--- config.mk ---
export PLATFORM = sky130hd
export DESIGN_NAME = smc_veneer
export DESIGN_NICKNAME = d
export VERILOG_FILES = /design/src/hdl/smc_pkg.sv /design/src/hdl/smc_ahb_if.sv /design/src/hdl/smc_apb_regs.sv /design/src/hdl/smc_emi_fsm.sv /design/src/hdl/smc_veneer.sv
export SDC_FILE = /design/constraint.sdc
export NUM_CORES = 1
export LEC_CHECK = 0
export ABC_AREA = 1
export BUFFER_PORTS_ARGS = -buffer_cell sky130_fd_sc_hd__buf_2
export CAP_MARGIN = 20
export CORE_MARGIN = 2
export CORE_UTILIZATION = 50
export DETAILED_ROUTE_END_ITERATION = 10
export PLACE_DENSITY = 0.79
export SYNTH_ARGS = -nofsm -noshare
export SYNTH_HDL_FRONTEND = slang
export SYNTH_HIERARCHICAL = 1
export SYNTH_SLANG_ARGS = --single-unit
--- constraint.sdc ---
create_clock -name hclk -period 3.8 [get_ports hclk]
set_input_delay 0.38 -clock hclk [delete_from_list [all_inputs] [get_ports hclk]]
set_output_delay 0.38 -clock hclk [all_outputs]
set_load 0.01 [all_outputs]
--- src/hdl/smc_pkg.sv ---
/*
 * Shared types and constants for the static memory controller.
 * Every block refers to these by scoped name, smc_pkg::name.
 */
package smc_pkg;

  // ----------------------------------------
  // Widths with a meaning
  // ----------------------------------------
  typedef logic [31:0] ahb_addr_t;   // AHB byte address
  typedef logic [31:0] ahb_data_t;   // AHB and EMI data word
  typedef logic [3:0]  be_t;         // Byte lanes, active high inside
  typedef logic [3:0]  wait_t;       // Strobe wait states
  typedef logic [4:0]  apb_addr_t;   // APB register offset
  typedef logic [15:0] cnt_t;        // Status counter

  // One EMI access as handed from the AHB side to the sequencer
  typedef struct packed {
    ahb_addr_t addr;    // Word aligned byte address
    ahb_data_t wdata;   // Write data, live hwdata
    be_t       be;      // Lanes to access
    logic      write;   // 1 for write
  } emi_req_t;

  // Live configuration from the register block
  typedef struct packed {
    wait_t rd_wait;
    wait_t wr_wait;
    logic  wr_protect;
  } smc_cfg_t;

  // Sequencer states
  typedef enum logic [1:0] {
    IDLE,     // Strobes high, waiting for a request
    STROBE,   // Strobes low, counting wait states
    LATCH     // Last strobe cycle, read data sampled
  } emi_state_e;

  // ----------------------------------------
  // AHB encodings
  // ----------------------------------------
  localparam logic [1:0] HTRANS_IDLE   = 2'b00;
  localparam logic [1:0] HTRANS_BUSY   = 2'b01;
  localparam logic [1:0] HTRANS_NONSEQ = 2'b10;
  localparam logic [1:0] HTRANS_SEQ    = 2'b11;

  localparam logic [1:0] HRESP_OKAY  = 2'b00;
  localparam logic [1:0] HRESP_ERROR = 2'b01;

  localparam logic [2:0] HSIZE_BYTE = 3'b000;
  localparam logic [2:0] HSIZE_HALF = 3'b001;
  localparam logic [2:0] HSIZE_WORD = 3'b010;

  // APB register map
  localparam apb_addr_t REG_TIMING  = 5'h00;   // rd_wait 3:0, wr_wait 7:4
  localparam apb_addr_t REG_CTRL    = 5'h04;   // wr_protect in bit 0
  localparam apb_addr_t REG_ACC_CNT = 5'h08;   // Completed accesses
  localparam apb_addr_t REG_ERR_CNT = 5'h0C;   // Error responses
  localparam apb_addr_t REG_STATUS  = 5'h10;   // busy in bit 0

  // Timing after reset
  localparam wait_t RST_RD_WAIT = 4'd2;
  localparam wait_t RST_WR_WAIT = 4'd2;

endpackage

--- src/hdl/smc_ahb_if.sv ---
/*
 * AHB-lite slave front end. Captures single transfers, decodes byte
 * lanes, answers errors itself and issues one EMI request per good
 * transfer, holding hready low until the sequencer reports done.
 */
`timescale 1ns/1ps

module smc_ahb_if #(
  parameter int MEM_AW = 16     // External address width in bits
) (
  input  logic                hclk,
  input  logic                rst_n,
  input  logic                hsel,
  input  smc_pkg::ahb_addr_t  haddr,
  input  logic [1:0]          htrans,
  input  logic                hwrite,
  input  logic [2:0]          hsize,
  input  smc_pkg::ahb_data_t  hwdata,
  input  logic                hready,      // Muxed bus ready
  input  smc_pkg::smc_cfg_t   cfg,
  input  logic                done,        // Sequencer finished
  input  smc_pkg::ahb_data_t  rdata,
  output smc_pkg::ahb_data_t  smc_hrdata,
  output logic                smc_hready,
  output logic [1:0]          smc_hresp,
  output logic                smc_valid,
  output logic                req_valid,
  output smc_pkg::emi_req_t   req,
  output logic                err_pulse
);

  logic               accept;      // Address phase taken at this edge
  logic               acc_err;     // That address phase is an error
  smc_pkg::be_t       lanes;       // Decoded lanes of the address phase
  smc_pkg::ahb_addr_t addr_q;
  smc_pkg::be_t       be_q;
  logic               write_q;
  logic               pending;     // Good transfer waiting for done
  logic               err_phase;   // First cycle of error response

  // ----------------------------------------
  // Address phase decode
  // ----------------------------------------
  assign smc_valid = hsel && hready &&
                     (htrans == smc_pkg::HTRANS_NONSEQ || htrans == smc_pkg::HTRANS_SEQ);
  assign accept    = smc_valid;

  // Out of range address, or write under protection
  assign acc_err = (|(haddr >> MEM_AW)) || (hwrite && cfg.wr_protect);

  always_comb begin
    case (hsize)
      smc_pkg::HSIZE_BYTE: lanes = smc_pkg::be_t'(4'b0001 << haddr[1:0]);
      smc_pkg::HSIZE_HALF: lanes = haddr[1] ? 4'b1100 : 4'b0011;
      smc_pkg::HSIZE_WORD: lanes = 4'b1111;
      default:             lanes = 4'b1111;   // Wider sizes treated as word
    endcase
  end

  // Payload of the accepted address phase
  always_ff @(posedge hclk) begin
    if (accept) begin
      addr_q  <= {haddr[31:2], 2'b00};   // Word aligned
      be_q    <= lanes;
      write_q <= hwrite;
    end
  end

  // Write data is the live data phase value
  assign req = '{addr: addr_q, wdata: hwdata, be: be_q, write: write_q};

  // ----------------------------------------
  // Response control
  // ----------------------------------------
  always_ff @(posedge hclk) begin
    if (!rst_n) begin
      smc_hready <= 1'b1;
      smc_hresp  <= smc_pkg::HRESP_OKAY;
      req_valid  <= 1'b0;
      pending    <= 1'b0;
      err_phase  <= 1'b0;
    end else begin
      req_valid <= 1'b0;   // One cycle pulse
      err_phase <= 1'b0;
      if (accept) begin
        smc_hready <= 1'b0;
        if (acc_err) begin
          smc_hresp <= smc_pkg::HRESP_ERROR;   // No request issued
          err_phase <= 1'b1;
        end else begin
          smc_hresp <= smc_pkg::HRESP_OKAY;
          req_valid <= 1'b1;
          pending   <= 1'b1;
        end
      end else if (err_phase) begin
        smc_hready <= 1'b1;                    // Second ERROR cycle
      end else if (pending && done) begin
        smc_hready <= 1'b1;
        pending    <= 1'b0;
      end else if (smc_hready) begin
        smc_hresp <= smc_pkg::HRESP_OKAY;      // Back to OKAY after error
      end
    end
  end

  // Read data captured with the closing edge
  always_ff @(posedge hclk) begin
    if (pending && done && !write_q) begin
      smc_hrdata <= rdata;
    end
  end

  assign err_pulse = err_phase;   // Once per error transfer

  // ----------------------------------------
  // Assertions
  // ----------------------------------------
  // New request only after the previous transfer has closed
  a_no_req_overlap : assert property (@(posedge hclk) disable iff (!rst_n)
    req_valid |-> !$past(pending));

  // Two cycle error response
  a_err_two_cycle : assert property (@(posedge hclk) disable iff (!rst_n)
    (smc_hready && smc_hresp == smc_pkg::HRESP_ERROR) |->
    $past(!smc_hready && smc_hresp == smc_pkg::HRESP_ERROR));

endmodule

--- src/hdl/smc_apb_regs.sv ---
/*
 * APB register block on hclk with zero wait states. Holds strobe
 * timing and write protect, plus saturating access and error counters.
 */
`timescale 1ns/1ps

module smc_apb_regs (
  input  logic                hclk,
  input  logic                rst_n,
  input  logic                psel,
  input  logic                penable,
  input  logic                pwrite,
  input  smc_pkg::apb_addr_t  paddr,
  input  smc_pkg::ahb_data_t  pwdata,
  input  logic                done,        // Access completed
  input  logic                err_pulse,   // Error response issued
  input  logic                busy,
  output smc_pkg::ahb_data_t  prdata,
  output smc_pkg::smc_cfg_t   cfg
);

  logic          wr_en;     // APB write strobe
  smc_pkg::cnt_t acc_cnt;
  smc_pkg::cnt_t err_cnt;

  assign wr_en = psel && penable && pwrite;

  // ----------------------------------------
  // Timing and control
  // ----------------------------------------
  always_ff @(posedge hclk) begin
    if (!rst_n) begin
      cfg.rd_wait    <= smc_pkg::RST_RD_WAIT;
      cfg.wr_wait    <= smc_pkg::RST_WR_WAIT;
      cfg.wr_protect <= 1'b0;
    end else if (wr_en) begin
      if (paddr == smc_pkg::REG_TIMING) begin
        cfg.rd_wait <= pwdata[3:0];
        cfg.wr_wait <= pwdata[7:4];
      end
      if (paddr == smc_pkg::REG_CTRL) begin
        cfg.wr_protect <= pwdata[0];
      end
    end
  end

  // ----------------------------------------
  // Status counters
  // ----------------------------------------
  always_ff @(posedge hclk) begin
    if (!rst_n) begin
      acc_cnt <= '0;
      err_cnt <= '0;
    end else begin
      if (wr_en && paddr == smc_pkg::REG_ACC_CNT) begin
        acc_cnt <= '0;                     // Any write clears
      end else if (done && acc_cnt != '1) begin
        acc_cnt <= acc_cnt + 1'b1;         // Saturates at all ones
      end
      if (wr_en && paddr == smc_pkg::REG_ERR_CNT) begin
        err_cnt <= '0;
      end else if (err_pulse && err_cnt != '1) begin
        err_cnt <= err_cnt + 1'b1;
      end
    end
  end

  // Read mux, zero when not selected
  always_comb begin
    prdata = '0;
    if (psel) begin
      case (paddr)
        smc_pkg::REG_TIMING:  prdata = {24'b0, cfg.wr_wait, cfg.rd_wait};
        smc_pkg::REG_CTRL:    prdata = {31'b0, cfg.wr_protect};
        smc_pkg::REG_ACC_CNT: prdata = {16'b0, acc_cnt};
        smc_pkg::REG_ERR_CNT: prdata = {16'b0, err_cnt};
        smc_pkg::REG_STATUS:  prdata = {31'b0, busy};
        default:              prdata = '0;
      endcase
    end
  end

  // Enable phase always inside a select
  a_penable_psel : assert property (@(posedge hclk) disable iff (!rst_n)
    penable |-> psel);

endmodule

--- src/hdl/smc_emi_fsm.sv ---
/*
 * External memory sequencer. Latches one request, drives the active
 * low SRAM strobes for wait+1 cycles and reports done in the last
 * strobe cycle, with read data valid alongside.
 */
`timescale 1ns/1ps

module smc_emi_fsm #(
  parameter int MEM_AW = 16     // External address width in bits
) (
  input  logic                hclk,
  input  logic                rst_n,
  input  logic                req_valid,
  input  smc_pkg::emi_req_t   req,
  input  smc_pkg::smc_cfg_t   cfg,
  input  smc_pkg::ahb_data_t  data_smc,    // SRAM read data
  output logic                done,
  output smc_pkg::ahb_data_t  rdata,
  output smc_pkg::ahb_addr_t  smc_addr,
  output smc_pkg::ahb_data_t  smc_data,
  output smc_pkg::be_t        smc_n_be,
  output smc_pkg::be_t        smc_n_we,
  output logic                smc_n_cs,
  output logic                smc_n_wr,
  output logic                smc_n_rd,
  output logic                smc_n_ext_oe,
  output logic                busy
);

  // Only address bits below MEM_AW reach the pins
  localparam smc_pkg::ahb_addr_t ADDR_MASK =
    smc_pkg::ahb_addr_t'((64'd1 << MEM_AW) - 64'd1);

  smc_pkg::emi_state_e state;
  smc_pkg::wait_t      wait_cnt;   // Strobe cycles left before LATCH
  smc_pkg::wait_t      req_wait;   // Wait states for the new request
  logic                start;      // Request taken this edge
  logic                wr_q;       // Direction of current access

  assign start    = (state == smc_pkg::IDLE) && req_valid;
  assign req_wait = req.write ? cfg.wr_wait : cfg.rd_wait;   // cfg sampled here

  // ----------------------------------------
  // State and wait counter
  // ----------------------------------------
  always_ff @(posedge hclk) begin
    if (!rst_n) begin
      state    <= smc_pkg::IDLE;
      wait_cnt <= '0;
    end else begin
      case (state)
        smc_pkg::IDLE: begin
          if (req_valid) begin
            if (req_wait == '0) begin
              state <= smc_pkg::LATCH;   // Single strobe cycle
            end else begin
              state    <= smc_pkg::STROBE;
              wait_cnt <= req_wait - 1'b1;
            end
          end
        end
        smc_pkg::STROBE: begin
          if (wait_cnt == '0) begin
            state <= smc_pkg::LATCH;
          end else begin
            wait_cnt <= wait_cnt - 1'b1;
          end
        end
        smc_pkg::LATCH: state <= smc_pkg::IDLE;
        default:        state <= smc_pkg::IDLE;
      endcase
    end
  end

  // ----------------------------------------
  // Strobes, all straight from flops
  // ----------------------------------------
  always_ff @(posedge hclk) begin
    if (!rst_n) begin
      smc_n_cs     <= 1'b1;
      smc_n_be     <= '1;
      smc_n_we     <= '1;
      smc_n_rd     <= 1'b1;
      smc_n_wr     <= 1'b1;
      smc_n_ext_oe <= 1'b1;
    end else if (start) begin
      smc_n_cs     <= 1'b0;
      smc_n_be     <= ~req.be;
      smc_n_we     <= req.write ? ~req.be : '1;   // Lane write strobes
      smc_n_rd     <= req.write;
      smc_n_wr     <= ~req.write;
      smc_n_ext_oe <= ~req.write;                 // Drive bus on writes
    end else if (state == smc_pkg::LATCH) begin
      smc_n_cs     <= 1'b1;
      smc_n_be     <= '1;
      smc_n_we     <= '1;
      smc_n_rd     <= 1'b1;
      smc_n_wr     <= 1'b1;
      smc_n_ext_oe <= 1'b1;
    end
  end

  // Address and write data held for the whole access
  always_ff @(posedge hclk) begin
    if (start) begin
      smc_addr <= req.addr & ADDR_MASK;
      smc_data <= req.wdata;
      wr_q     <= req.write;
    end
  end

  // ----------------------------------------
  // Completion
  // ----------------------------------------
  assign done  = (state == smc_pkg::LATCH);      // Last strobe cycle
  assign rdata = wr_q ? '0 : data_smc;           // Taken at end of LATCH
  assign busy  = (state != smc_pkg::IDLE);

  // Requests only come when the sequencer is free
  a_req_in_idle : assert property (@(posedge hclk) disable iff (!rst_n)
    req_valid |-> state == smc_pkg::IDLE);

  // Read and write strobes are exclusive
  a_rd_wr_excl : assert property (@(posedge hclk) disable iff (!rst_n)
    !(!smc_n_rd && !smc_n_wr));

endmodule

--- src/hdl/smc_veneer.sv ---
/*
 * Static memory controller top level. Connects the AHB front end,
 * the EMI sequencer and the APB registers to the outside pins.
 */
`timescale 1ns/1ps

module smc_veneer #(
  parameter int MEM_AW = 16     // External address width in bits
) (
  input  logic                hclk,
  input  logic                rst_n,
  // AHB slave
  input  logic                hsel,
  input  smc_pkg::ahb_addr_t  haddr,
  input  logic [1:0]          htrans,
  input  logic                hwrite,
  input  logic [2:0]          hsize,
  input  smc_pkg::ahb_data_t  hwdata,
  input  logic                hready,
  output smc_pkg::ahb_data_t  smc_hrdata,
  output logic                smc_hready,
  output logic [1:0]          smc_hresp,
  output logic                smc_valid,
  // APB registers
  input  logic                psel,
  input  logic                penable,
  input  logic                pwrite,
  input  smc_pkg::apb_addr_t  paddr,
  input  smc_pkg::ahb_data_t  pwdata,
  output smc_pkg::ahb_data_t  prdata,
  // External SRAM, strobes active low
  input  smc_pkg::ahb_data_t  data_smc,
  output smc_pkg::ahb_addr_t  smc_addr,
  output smc_pkg::ahb_data_t  smc_data,
  output smc_pkg::be_t        smc_n_be,
  output smc_pkg::be_t        smc_n_we,
  output logic                smc_n_cs,
  output logic                smc_n_wr,
  output logic                smc_n_rd,
  output logic                smc_n_ext_oe,
  output logic                smc_busy
);

  logic               req_valid;   // AHB side to sequencer
  smc_pkg::emi_req_t  req;
  logic               done;        // Sequencer back to AHB side
  smc_pkg::ahb_data_t rdata;
  smc_pkg::smc_cfg_t  cfg;         // Live timing and protect
  logic               err_pulse;

  smc_ahb_if #(.MEM_AW(MEM_AW)) smc_ahb_if_i (
    .hclk, .rst_n, .hsel, .haddr, .htrans, .hwrite, .hsize, .hwdata, .hready,
    .cfg, .done, .rdata,
    .smc_hrdata, .smc_hready, .smc_hresp, .smc_valid,
    .req_valid, .req, .err_pulse
  );

  smc_emi_fsm #(.MEM_AW(MEM_AW)) smc_emi_fsm_i (
    .hclk, .rst_n, .req_valid, .req, .cfg, .data_smc,
    .done, .rdata, .smc_addr, .smc_data, .smc_n_be, .smc_n_we,
    .smc_n_cs, .smc_n_wr, .smc_n_rd, .smc_n_ext_oe,
    .busy (smc_busy)
  );

  smc_apb_regs smc_apb_regs_i (
    .hclk, .rst_n, .psel, .penable, .pwrite, .paddr, .pwdata,
    .done, .err_pulse,
    .busy (smc_busy),
    .prdata, .cfg
  );

endmodule

==> results.md, run 1 <==
* PwrDens at 414 nW/um^2
* Final-report max-slew violation count at 0
* Crit path max fanout at 18
* RSZ-0062 raised after global routing: no
* Total number of vias at 6,110
* Fin util at 62.3%
* DIE AREA at 16,100 sq um
* Layout cell share with drive strength beyond 1 at 27.6%
* Syn avg cell area at 8.76 sq um
* CP required at 3.42 ns
* Num CTS Buffers at 17
* Area Growth Syn to Fin at 20.7%
* Root Buffer: clkbuf_16
* DR iter-0 viols at 390
* CTS clk-pin slew, worst paths at 0.07 ns
* Worst Path Arrival at 1.89 ns
* Critical path cell sequence: buf_2 > nor2_4 > and3_1 > nand2_1 > nand3_1 > nand2_1 > inv_1 > buf_2
* # clock sinks at 163
* Hold buffers post-CTS at 0
* Hold Path Class: in2reg
* Antenna violations before repair at 1
* Die height at 127 um
* Routability cong. at 0.925
* Total congestion overflow at 0
* Setup_tns at 0 ns
* Tcrit/Tclk final at 59.7%
* Min Hold Slack at 0.127 ns
* Std cell rows at 44
* Die Wd at 127 um
* Tot GR Track Use at 21.2%
* Outcome: completed
* First-pass DRT Iterations at 7
* Setup Fix Bufs, Post-CTS at 0
* Critical setup path kind: in2out
* Pin count of the biggest net entering global routing at 54
* I/O pin count at 291
* Slew headroom at 47.1%
* Most common cell after layout, fill and taps aside: buf_2
* Setup slack, reg-to-reg at 1.82 ns
* Max Fclk at 441 MHz
* Endpoints failing hold at 0
* Critical Path Source Type: input pin
* Worst-case clock buffer depth at 2
* Final Worst Setup Slack at 1.53 ns
* Drt total wl at 17,500 um
* I/O Buffers at 232
* Most used cells in the layout excluding fill and tap cells: buf_2 (232), nand2_1 (181), nor2_1 (154), edfxtp_1 (100), inv_1 (97)
* Residual DRC count at 0
* Max Cap Violations at 0
* VDD IR max at 0.000261 V
* Area after DPL at 8470 sq um
* Fin nets at 1,213
* Clk_skew at 0.00808 ns
* First-pass GRT wire length at 27,000 um
* Filler instances at 1,246
* Finish-stage setup viols at 0
* Vias per cell at 4.84
* CP endpoint kind: output port
* YS warnings at 6
* CP max stage delay at 0.59 ns
* DR WL/cell at 13.9 um
* Leak at 0.00418 uW
* Vias in the first global route at 5,543
* CTS resizes at 0
* H-tree depth at 4
* CTS tree: done
* Minimum clock period at 2.27 ns
* Core footprint at 14,600 sq um
* Slowest CP cell: and3_1
* Placed wire-length estimate at 13,000 um
* Post-place setup slack at 1.55 ns
* Fin area at 9130 sq um
* Routed Antenna Nets at 0
* Tightest Pin Transition at 0.792 ns
* Post-synthesis cell count at 863
* Skew-Pair Late Insertion Delay at 0.42 ns
* Mapped Area at 7560 sq um
* Starting Density at 51.6%
-- area by class of cell --
class	instances	area [sq um]	share of cell area [%]
sequential	163	4260	46.7
clock inverter	15	181	1.99
antenna	1	2.50	0.0274
tap	184	230	2.52
inverter	103	388	4.25
multi-input combinational	543	2410	26.4
clock buffer	17	425	4.66
timing repair buffer	236	1220	13.4
-- metal layers --
layer	wire length, um	global-route usage [%]
met5	0	0
met4	356	7.95
met3	1110	4.65
met2	9230	38.8
met1	6790	24.4
-- sequential cells by signal, summed over array words and instances, names as in the netlist, 9 cells and up --
register                 flops
smc_ahb_if_i/addr_q         14
smc_emi_fsm_i/smc_data      32
smc_emi_fsm_i/smc_addr      16
smc_apb_regs_i/err_cnt      16
smc_apb_regs_i/cfg           9
smc_ahb_if_i/smc_hrdata     32
smc_apb_regs_i/acc_cnt      16
-- per-stage QoR --
stage | instances | power (uW)
after CTS | 1259 | 3810
after floorplan | 895 | 2060
after detailed placement | 1227 | 2080
after global routing | 1262 | 3900
after global placement | 1227 | 2080
final | 1262 | 3770
-- report_power, final --
group	internal, uW	switching (uW)	leakage [uW]
Clock	948	781	0.000300
Sequential	1880	6.38	0.00142
Combinational	64.4	92.8	0.00246
Total	2890	880	0.00418
-- critical path: cells and delay by family --
kind	cells	cell delay, ns
buffers and inverters	3	0.31
and+or+nand+nor	5	1.20
-- final timing paths --
check                                 startpoint                                    end  depth (start not counted)
max                                     paddr[4]                              prdata[2]                          8
min                                   hwdata[24]   smc_emi_fsm_i/smc_data[24]$_DFFE_PP_                          1
max reg2reg  smc_emi_fsm_i/state[1]$_SDFFE_PN0P_  smc_ahb_if_i/smc_hrdata[24]$_DFFE_PP_                          5
min reg2reg     smc_ahb_if_i/addr_q[2]$_DFFE_PP_    smc_emi_fsm_i/smc_addr[2]$_DFFE_PP_                          0
No activity file was read; power rests on OpenSTA's default activity.
==> run 2: changes to the inputs <==
--- a/config.mk
+++ b/config.mk
@@ -5,13 +5,13 @@
 export SDC_FILE = /design/constraint.sdc
 export NUM_CORES = 1
 export LEC_CHECK = 0
-export ABC_AREA = 1
+export ABC_AREA = 0
 export BUFFER_PORTS_ARGS = -buffer_cell sky130_fd_sc_hd__buf_2
 export CAP_MARGIN = 20
 export CORE_MARGIN = 2
 export CORE_UTILIZATION = 50
 export DETAILED_ROUTE_END_ITERATION = 10
-export PLACE_DENSITY = 0.79
+export PLACE_DENSITY = 0.8
 export SYNTH_ARGS = -nofsm -noshare
 export SYNTH_HDL_FRONTEND = slang
 export SYNTH_HIERARCHICAL = 1
==> constraint.sdc (replaced) <==
create_clock -name hclk -period 2.2 [get_ports hclk]
set_input_delay 0.22 -clock hclk [delete_from_list [all_inputs] [get_ports hclk]]
set_output_delay 0.22 -clock hclk [all_outputs]
set_load 0.01 [all_outputs]
==> results.md, run 2 <==
* Most common cell after layout, fill and taps aside: buf_2
* Skew-Pair Late Insertion Delay at 0.43 ns (about the same)
* Tot GR Track Use at 23.0% (+1.7 points)
* I/O Buffers at 232 (unchanged)
* Final-report max-slew violation count at 0 (unchanged)
* Setup Fix Bufs, Post-CTS at 0 (unchanged)
* H-tree depth at 4 (unchanged)
* Worst-case clock buffer depth at 2 (unchanged)
* CP max stage delay at 0.36 ns (-0.23 ns)
* Min Hold Slack at 0.0341 ns (-0.0930 ns)
* # clock sinks at 163 (unchanged)
* Critical path cell sequence: nor2_1 > inv_1 > mux2i_1 > o22ai_1 > o21ai_0 > nor2_1 > buf_2
* Slew headroom at 39.5% (-7.6 points)
* Slowest CP cell: dfxtp_1
* Endpoints failing hold at 0 (unchanged)
* First-pass GRT wire length at 26,800 um (-0.59%)
* Outcome: completed
* Critical Path Source Type: register
* Num CTS Buffers at 17 (unchanged)
* DR WL/cell at 16.9 um (+22%)
* DR iter-0 viols at 382 (-2.1%)
* Crit-path leading delay family: flip-flops
* Layout cell share with drive strength beyond 1 at 35.1% (+7.5 points)
* Minimum clock period at 2.03 ns
* Area after DPL at 8310 sq um (-1.8%)
* RSZ-0062 raised after global routing: no
* Finish-stage setup viols at 0 (unchanged)
* Worst Path Buf+Inv at 2 (-1)
* Setup_tns at 0 ns (unchanged)
* Fin nets at 1,037 (-15%)
* PwrDens at 690 nW/um^2 (+67%)
* Total congestion overflow at 0 (unchanged)
* Syn avg cell area at 11.6 sq um (+32%)
* First-pass DRT Iterations at 5 (-2)
* Residual DRC count at 0 (unchanged)
* Most used cells in the layout excluding fill and tap cells: buf_2 (232), edfxtp_1 (100), dfxtp_1 (63), dlygate4sd3_1 (49), nor2_1 (37)
* Routed Antenna Nets at 0 (unchanged)
* Leak at 0.00377 uW (-9.8%)
* Tightest Pin Transition at 0.907 ns (+0.114 ns)
* Die height at 124 um (-2.2%)
* Max Fclk at 494 MHz
* DIE AREA at 15,400 sq um (-4.3%)
* Tcrit/Tclk final at 92.1%
* Core footprint at 14,000 sq um (-4.5%)
* Std cell rows at 43 (-2.3%)
* Post-synthesis cell count at 623 (-28%)
* Drt total wl at 18,300 um (+4.8%)
* Placed wire-length estimate at 13,000 um (-0.21%)
* Worst Path Arrival at 1.81 ns (-0.08 ns)
* Routability cong. at 0.852 (-7.8%)
* Mapped Area at 7220 sq um (-4.5%)
* CTS clk-pin slew, worst paths at 0.06 ns (about the same)
* VDD IR max at 0.000505 V (+93%)
* Critical setup path kind: reg2out
* Pin count of the biggest net entering global routing at 53 (-1.9%)
* Starting Density at 51.6% (about the same)
* Vias in the first global route at 5,276 (-4.8%)
* Most repeated library cell on the critical path: nor2_1
* Antenna violations before repair at 0 (-1)
* Fin area at 9380 sq um (+2.8%)
* Filler instances at 1,053 (-15%)
* Fin util at 67.0% (+4.7 points)
* Total number of vias at 5,715 (-6.5%)
* Root Buffer: clkbuf_16
* Area Growth Syn to Fin at 29.8%
* Crit path max fanout at 7 (-11)
* Vias per cell at 5.28 (+9.1%)
* Max Cap Violations at 0 (unchanged)
* Clk_skew at 0.00651 ns (-0.00157 ns)
* Die Wd at 124 um (-2.2%)
* YS warnings at 6 (unchanged)
* CTS tree: done
* Largest registers: smc_ahb_if_i/smc_hrdata: 32 flops, smc_emi_fsm_i/smc_data: 32 flops
* Hold Path Class: in2reg
* CP endpoint kind: output port
* CP required at 1.98 ns (-1.44 ns)
* I/O pin count at 291 (unchanged)
==> run 2: routing by layer <==
| metal | part of all wire (%) | routed length [um] | track usage (%) |
|---|---|---|---|
| met1 | 39 | 7100 | 26.2 |
| met2 | 52 | 9480 | 41.0 |
| met3 | 7.6 | 1390 | 5.68 |
| met4 | 1.9 | 354 | 9.41 |
| met5 | 0 | 0 | 0 |
==> run 2: area by class of cell <==
| type | count | area [sq um] | area share [%] |
|---|---|---|---|
| clock inverter | 15 | 148 | 1.57 |
| multi-input combinational | 390 | 2420 | 25.8 |
| timing repair buffer | 303 | 1840 | 19.6 |
| sequential | 163 | 4260 | 45.5 |
| tap | 180 | 225 | 2.40 |
| inverter | 13 | 48.8 | 0.520 |
| antenna | 1 | 2.50 | 0.0267 |
| clock buffer | 17 | 425 | 4.54 |
==> run 2: where the power goes <==
| part | internal [uW] | switching [uW] | total, uW | leakage (uW) |
|---|---|---|---|---|
| Clock | 1590 | 1290 | 2880 | 0.000279 |
| Combinational | 179 | 153 | 331 | 0.00207 |
| Sequential | 3250 | 10.4 | 3260 | 0.00142 |
| Total | 5020 | 1450 | 6470 | 0.00377 |
==> run 2: metrics by stage <==
step / instances / power [uW] / setup WS (ns)
finish: 1082 / 6470 / 0.175
global route: 1081 / 6690 / 0.0946
CTS: 1081 / 6500 / 0.174
detailed placement: 1000 / 3580 / 0.312
global placement: 1000 / 3570 / 0.311
floorplan: 655 / 3520 / 0.141
==> run 2: what timing repair did <==
action,CTS,global route
hold buffers,49,0
resized for setup,0,0
hold endpoints to repair,49,0
==> run 2: final timing paths <==
| path | from | end | slack (ns) | cells past startpoint |
|---|---|---|---|---|
| max reg2reg | smc_apb_regs_i/err_cnt[0]$_SDFFE_PP0P_ | smc_apb_regs_i/err_cnt[14]$_SDFFE_PP0P_ | 0.30 | 5 |
| min reg2reg | smc_ahb_if_i/addr_q[14]$_DFFE_PP_ | smc_emi_fsm_i/smc_addr[14]$_DFFE_PP_ | 0.42 | 0 |
| min | pwdata[3] | smc_apb_regs_i/cfg[8]$_SDFFE_PN0P_ | 0.03 | 3 |
| max | smc_emi_fsm_i/state[0]$_SDFFE_PN0P_ | prdata[0] | 0.17 | 7 |
==> run 2: worst register-to-register path, cell delays in order (launching register included) <==
cell	delay, ns
dfxtp_1	0.41
ha_1	0.23
nand4_1	0.19
a211o_2	0.37
or4_1	0.50
a21oi_1	0.14
==> run 3: changes to the inputs <==
--- a/config.mk
+++ b/config.mk
@@ -9,10 +9,10 @@
 export BUFFER_PORTS_ARGS = -buffer_cell sky130_fd_sc_hd__buf_2
 export CAP_MARGIN = 20
 export CORE_MARGIN = 2
-export CORE_UTILIZATION = 50
+export CORE_UTILIZATION = 48
 export DETAILED_ROUTE_END_ITERATION = 10
-export PLACE_DENSITY = 0.8
+export PLACE_DENSITY = 0.79
 export SYNTH_ARGS = -nofsm -noshare
 export SYNTH_HDL_FRONTEND = slang
-export SYNTH_HIERARCHICAL = 1
 export SYNTH_SLANG_ARGS = --single-unit
+export TNS_END_PERCENT = 50
==> results.md, run 3 <==
* Routed Antenna Nets at 0 (unchanged)
* Filler instances at 1,052 (-0.095%)
* VDD IR max at 0.000492 V (-2.6%)
* Largest registers: smc_ahb_if_i.smc_hrdata: 32 flops, smc_emi_fsm_i.smc_data: 32 flops
* Post-synth top flop: edfxtp_1
* Final-report max-slew violation count at 0 (unchanged)
* Power, Total at 6540 uW (+1.0%)
* CP endpoint kind: output port
* Area of the multi-input gates at 2350 sq um (-3.0%)
* Most repeated library cell on the critical path: nor2_1
* Pin count of the biggest net entering global routing at 67 (+26%)
* PwrDens at 713 nW/um^2 (+3.3%)
* H-tree depth at 4 (unchanged)
* Mux cell area share after synthesis at 3.42%
* Tightest Pin Transition at 0.536 ns (-0.370 ns)
* DIE AREA at 15,200 sq um (-1.4%)
* Hold Crit Depth at 3 (unchanged)
* Placed wire-length estimate at 11,800 um (-9.2%)
* Worst-case clock buffer depth at 2 (unchanged)
* CP max stage delay at 0.35 ns (about the same)
* Hold Crit Endpoint: smc_apb_regs_i.cfg[2]$_SDFFE_PN1P_
* Root Buffer: clkbuf_16
* Fin nets at 999 (-3.7%)
* Tot GR Track Use at 22.4% (-0.62 points)
* Post-synth top area share at 43.1%
* #FFs+latches synth at 161
* Yosys cell types at 55
* Sw Pwr at 1410 uW (-2.7%)
* Hold Path Class: in2reg
* Combinational fraction of design power at 4.7% (-0.4 points)
* I/O pin count at 291 (unchanged)
* Min Hold Slack at 0.0217 ns (-0.0124 ns)
* Final Worst Setup Slack at 0.220 ns (+0.0452 ns)
* Syn avg cell area at 12.2 sq um (+4.9%)
* CP required at 1.98 ns (about the same)
* Die height at 123 um (-0.71%)
* Largest family of logic cells by synthesized area: simple AND/OR/NAND/NOR gates
* CTS clk-pin slew, worst paths at 0.06 ns (about the same)
* Post-place setup slack at 0.277 ns (-0.0350 ns)
* Slew headroom at 63.3% (+24 points)
* Routability cong. at 0.888 (+4.2%)
* Post-synthesis cell count at 562 (-9.8%)
* EDFF count, synth at 98
* Most used cells in the layout excluding fill and tap cells: buf_2 (230), edfxtp_1 (98), dfxtp_1 (63), nor2_1 (53), dlygate4sd3_1 (47)
* CTS resizes at 0 (unchanged)
* Die Wd at 123 um (-0.71%)
* Post-synth ARST share at 0%
* DR iter-0 viols at 454 (+19%)
* DR WL/cell at 16.6 um (-1.7%)
* Endpoints failing hold at 0 (unchanged)
* I/O Buffers at 230 (-0.86%)
* Outcome: completed
* Fin util at 66.1% (-0.97 points)
* Setup slack, reg-to-reg at 0.35 ns (+0.05 ns)
* Register Area at 4200 sq um (-1.4%)
* Crit-path leading delay family: compound AO/OA/AOI/OAI gates
* Area Growth Syn to Fin at 34.2%
* Adder-cell share of the synthesized area at 0.549%
* Max Fclk at 505 MHz (+2.3%)
* Most common cell after layout, fill and taps aside: buf_2
* Critical path cell sequence: nor2_1 > a211o_1 > o21ai_0 > a222oi_1 > nor2_1 > buf_2
* Mapped Area at 6830 sq um (-5.4%)
* Total congestion overflow at 0 (unchanged)
* Layout cell share with drive strength beyond 1 at 34.3% (-0.77 points)
* Finish-stage setup viols at 0 (unchanged)
* Drt total wl at 17,400 um (-5.2%)
* R2R Path Start: smc_apb_regs_i.acc_cnt[1]$_SDFFE_PP0P_
* FF-to-FF End: smc_apb_regs_i.acc_cnt[10]$_SDFFE_PP0P_
* Post-synthesis simple-gate area fraction at 16.3%
* First-pass GRT wire length at 25,300 um (-5.9%)
* Int Pwr at 5120 uW (+2.1%)
* Starting Density at 49.2% (-2.4 points)
* CP Depth at 6 (-1)
* Post-synth top cells: edfxtp_1 (98), dfxtp_1 (63), nor2_1 (54)
* Critical Path Source Type: register
* # clock sinks at 161 (-1.2%)
* Vias in the first global route at 4,934 (-6.5%)
* Sw frac at 21.6% (-0.82 points)
* Num CTS Buffers at 17 (unchanged)
* Hold_sp: pwdata[5]
* Worst Path Arrival at 1.76 ns (-0.05 ns)
* Antenna violations before repair at 1 (+1)
* Compound-Gate Fraction of Synth Area at 9.25%
* CTS tree: done
* Worst Path Buf+Inv at 1 (-1)
* Synth top area cells: edfxtp_1 (43%), dfxtp_1 (18%), buf_4 (4.2%), nor2b_1 (3.9%), nor2_1 (3.0%)
* Skew-Pair Late Insertion Delay at 0.42 ns (about the same)
* Seq/Total Area, Yosys at 61.5%
* Clk pwr share at 46.0% (+1.5 points)
* Tcrit/Tclk final at 90.0% (-2.1 points)
* Max Cap Violations at 0 (unchanged)
* Largest area contributor in the synthesized netlist: edfxtp_1
* RSZ-0062 raised after global routing: no
* Reg2Reg Depth at 7 (+2)
* Seq pwr share at 49.3% (-1.1 points)
* Slowest CP cell: dfxtp_1
* Core footprint at 13,900 sq um (-0.77%)
* Crit path max fanout at 5 (-2)
* Total number of vias at 5,325 (-6.8%)
* Setup_tns at 0 ns (unchanged)
* Minimum clock period at 1.98 ns (-0.0452 ns)
* First-pass DRT Iterations at 9 (+4)
* Leading cell type by number of instances after synthesis: edfxtp_1
* Leak at 0.00372 uW (-1.2%)
* Vias per cell at 5.11 (-3.3%)
* Number of diodes at 0 (-1)
* Critical setup path kind: reg2out
* Residual DRC count at 0 (unchanged)
* Std cell rows at 43 (unchanged)
* YS warnings at 0 (-6)
* XOR/XNOR Fraction of Synth Area at 2.82%
* Clk_skew at 0.0118 ns (+0.00525 ns)
## run 3: routing by layer
metal  vias to the layer above  track usage (%)  wire length, um
li1                       2572                -                -
met1                      2493             27.4             6930
met2                       222             37.3             8840
met3                        36             5.54             1170
met4                         2             9.94              412
met5                         -                0               11
## run 3: how the worst max path moves through the flow
| stage | slack [ns] | start | to |
|---|---|---|---|
| after floorplan | 0.10 | smc_emi_fsm_i.state[1]$_SDFFE_PN0P_ | smc_ahb_if_i.smc_hrdata[0]$_SDFFCE_PP0P_ |
| after global placement | 0.31 | paddr[1] | smc_apb_regs_i.cfg[2]$_SDFFE_PN1P_ |
| after detailed placement | 0.28 | paddr[1] | smc_apb_regs_i.cfg[1]$_SDFFE_PN0P_ |
| after CTS | 0.18 | smc_emi_fsm_i.state[0]$_SDFFE_PN0P_ | prdata[0] |
| after global routing | 0.08 | smc_emi_fsm_i.state[0]$_SDFFE_PN0P_ | prdata[0] |
| final | 0.22 | smc_emi_fsm_i.state[0]$_SDFFE_PN0P_ | prdata[0] |
## run 3: layout make-up
type | count | area share [%]
timing repair buffer | 293 | 19.1
clock buffer | 19 | 4.83
multi-input combinational | 368 | 25.6
inverter | 9 | 0.368
tap | 180 | 2.46
sequential | 161 | 45.8
clock inverter | 13 | 1.77
## run 3: worst register-to-register path, cell delays in order (launching register included)
cell and delay (ns):
dfxtp_1 0.45, ha_1 0.24, nand3_1 0.15, nor2_1 0.22
buf_4 0.21, and4_1 0.22, mux2i_1 0.20, nor2_1 0.05
## run 3: cell families (layout without fill, tap and decap cells)
group,after synthesis,after routing
buffers and inverters,67,334
DFF,161,161
muxes,23,23
adders and majority gates,3,3
xor gates and xnor gates,22,22
AOI/OAI and AO/OA,78,78
and+or+nand+nor,207,207
other,1,35
## run 3: through the flow
stage | cell area [sq um] | cells
after floorplan | 6970 | 596
after global placement | 8100 | 964
after detailed placement | 8100 | 964
after CTS | 9170 | 1043
after global routing | 9170 | 1043
final | 9170 | 1043
## run 3: power groups by stage
stage          registers [uW]  logic [uW]  clock network [uW]
3_5_place_dp             3290         237                   0
6_report                 3220         311                3010
3_3_place_gp             3280         230                   0
4_1_cts                  3220         305                3030
5_1_grt                  3220         335                3190
2_1_floorplan            3280         150                   0
## run 3: repair_timing
item | CTS | global route
hold buffers | 47 | 0
setup buffers | 0 | 0
hold endpoints to repair | 47 | 0
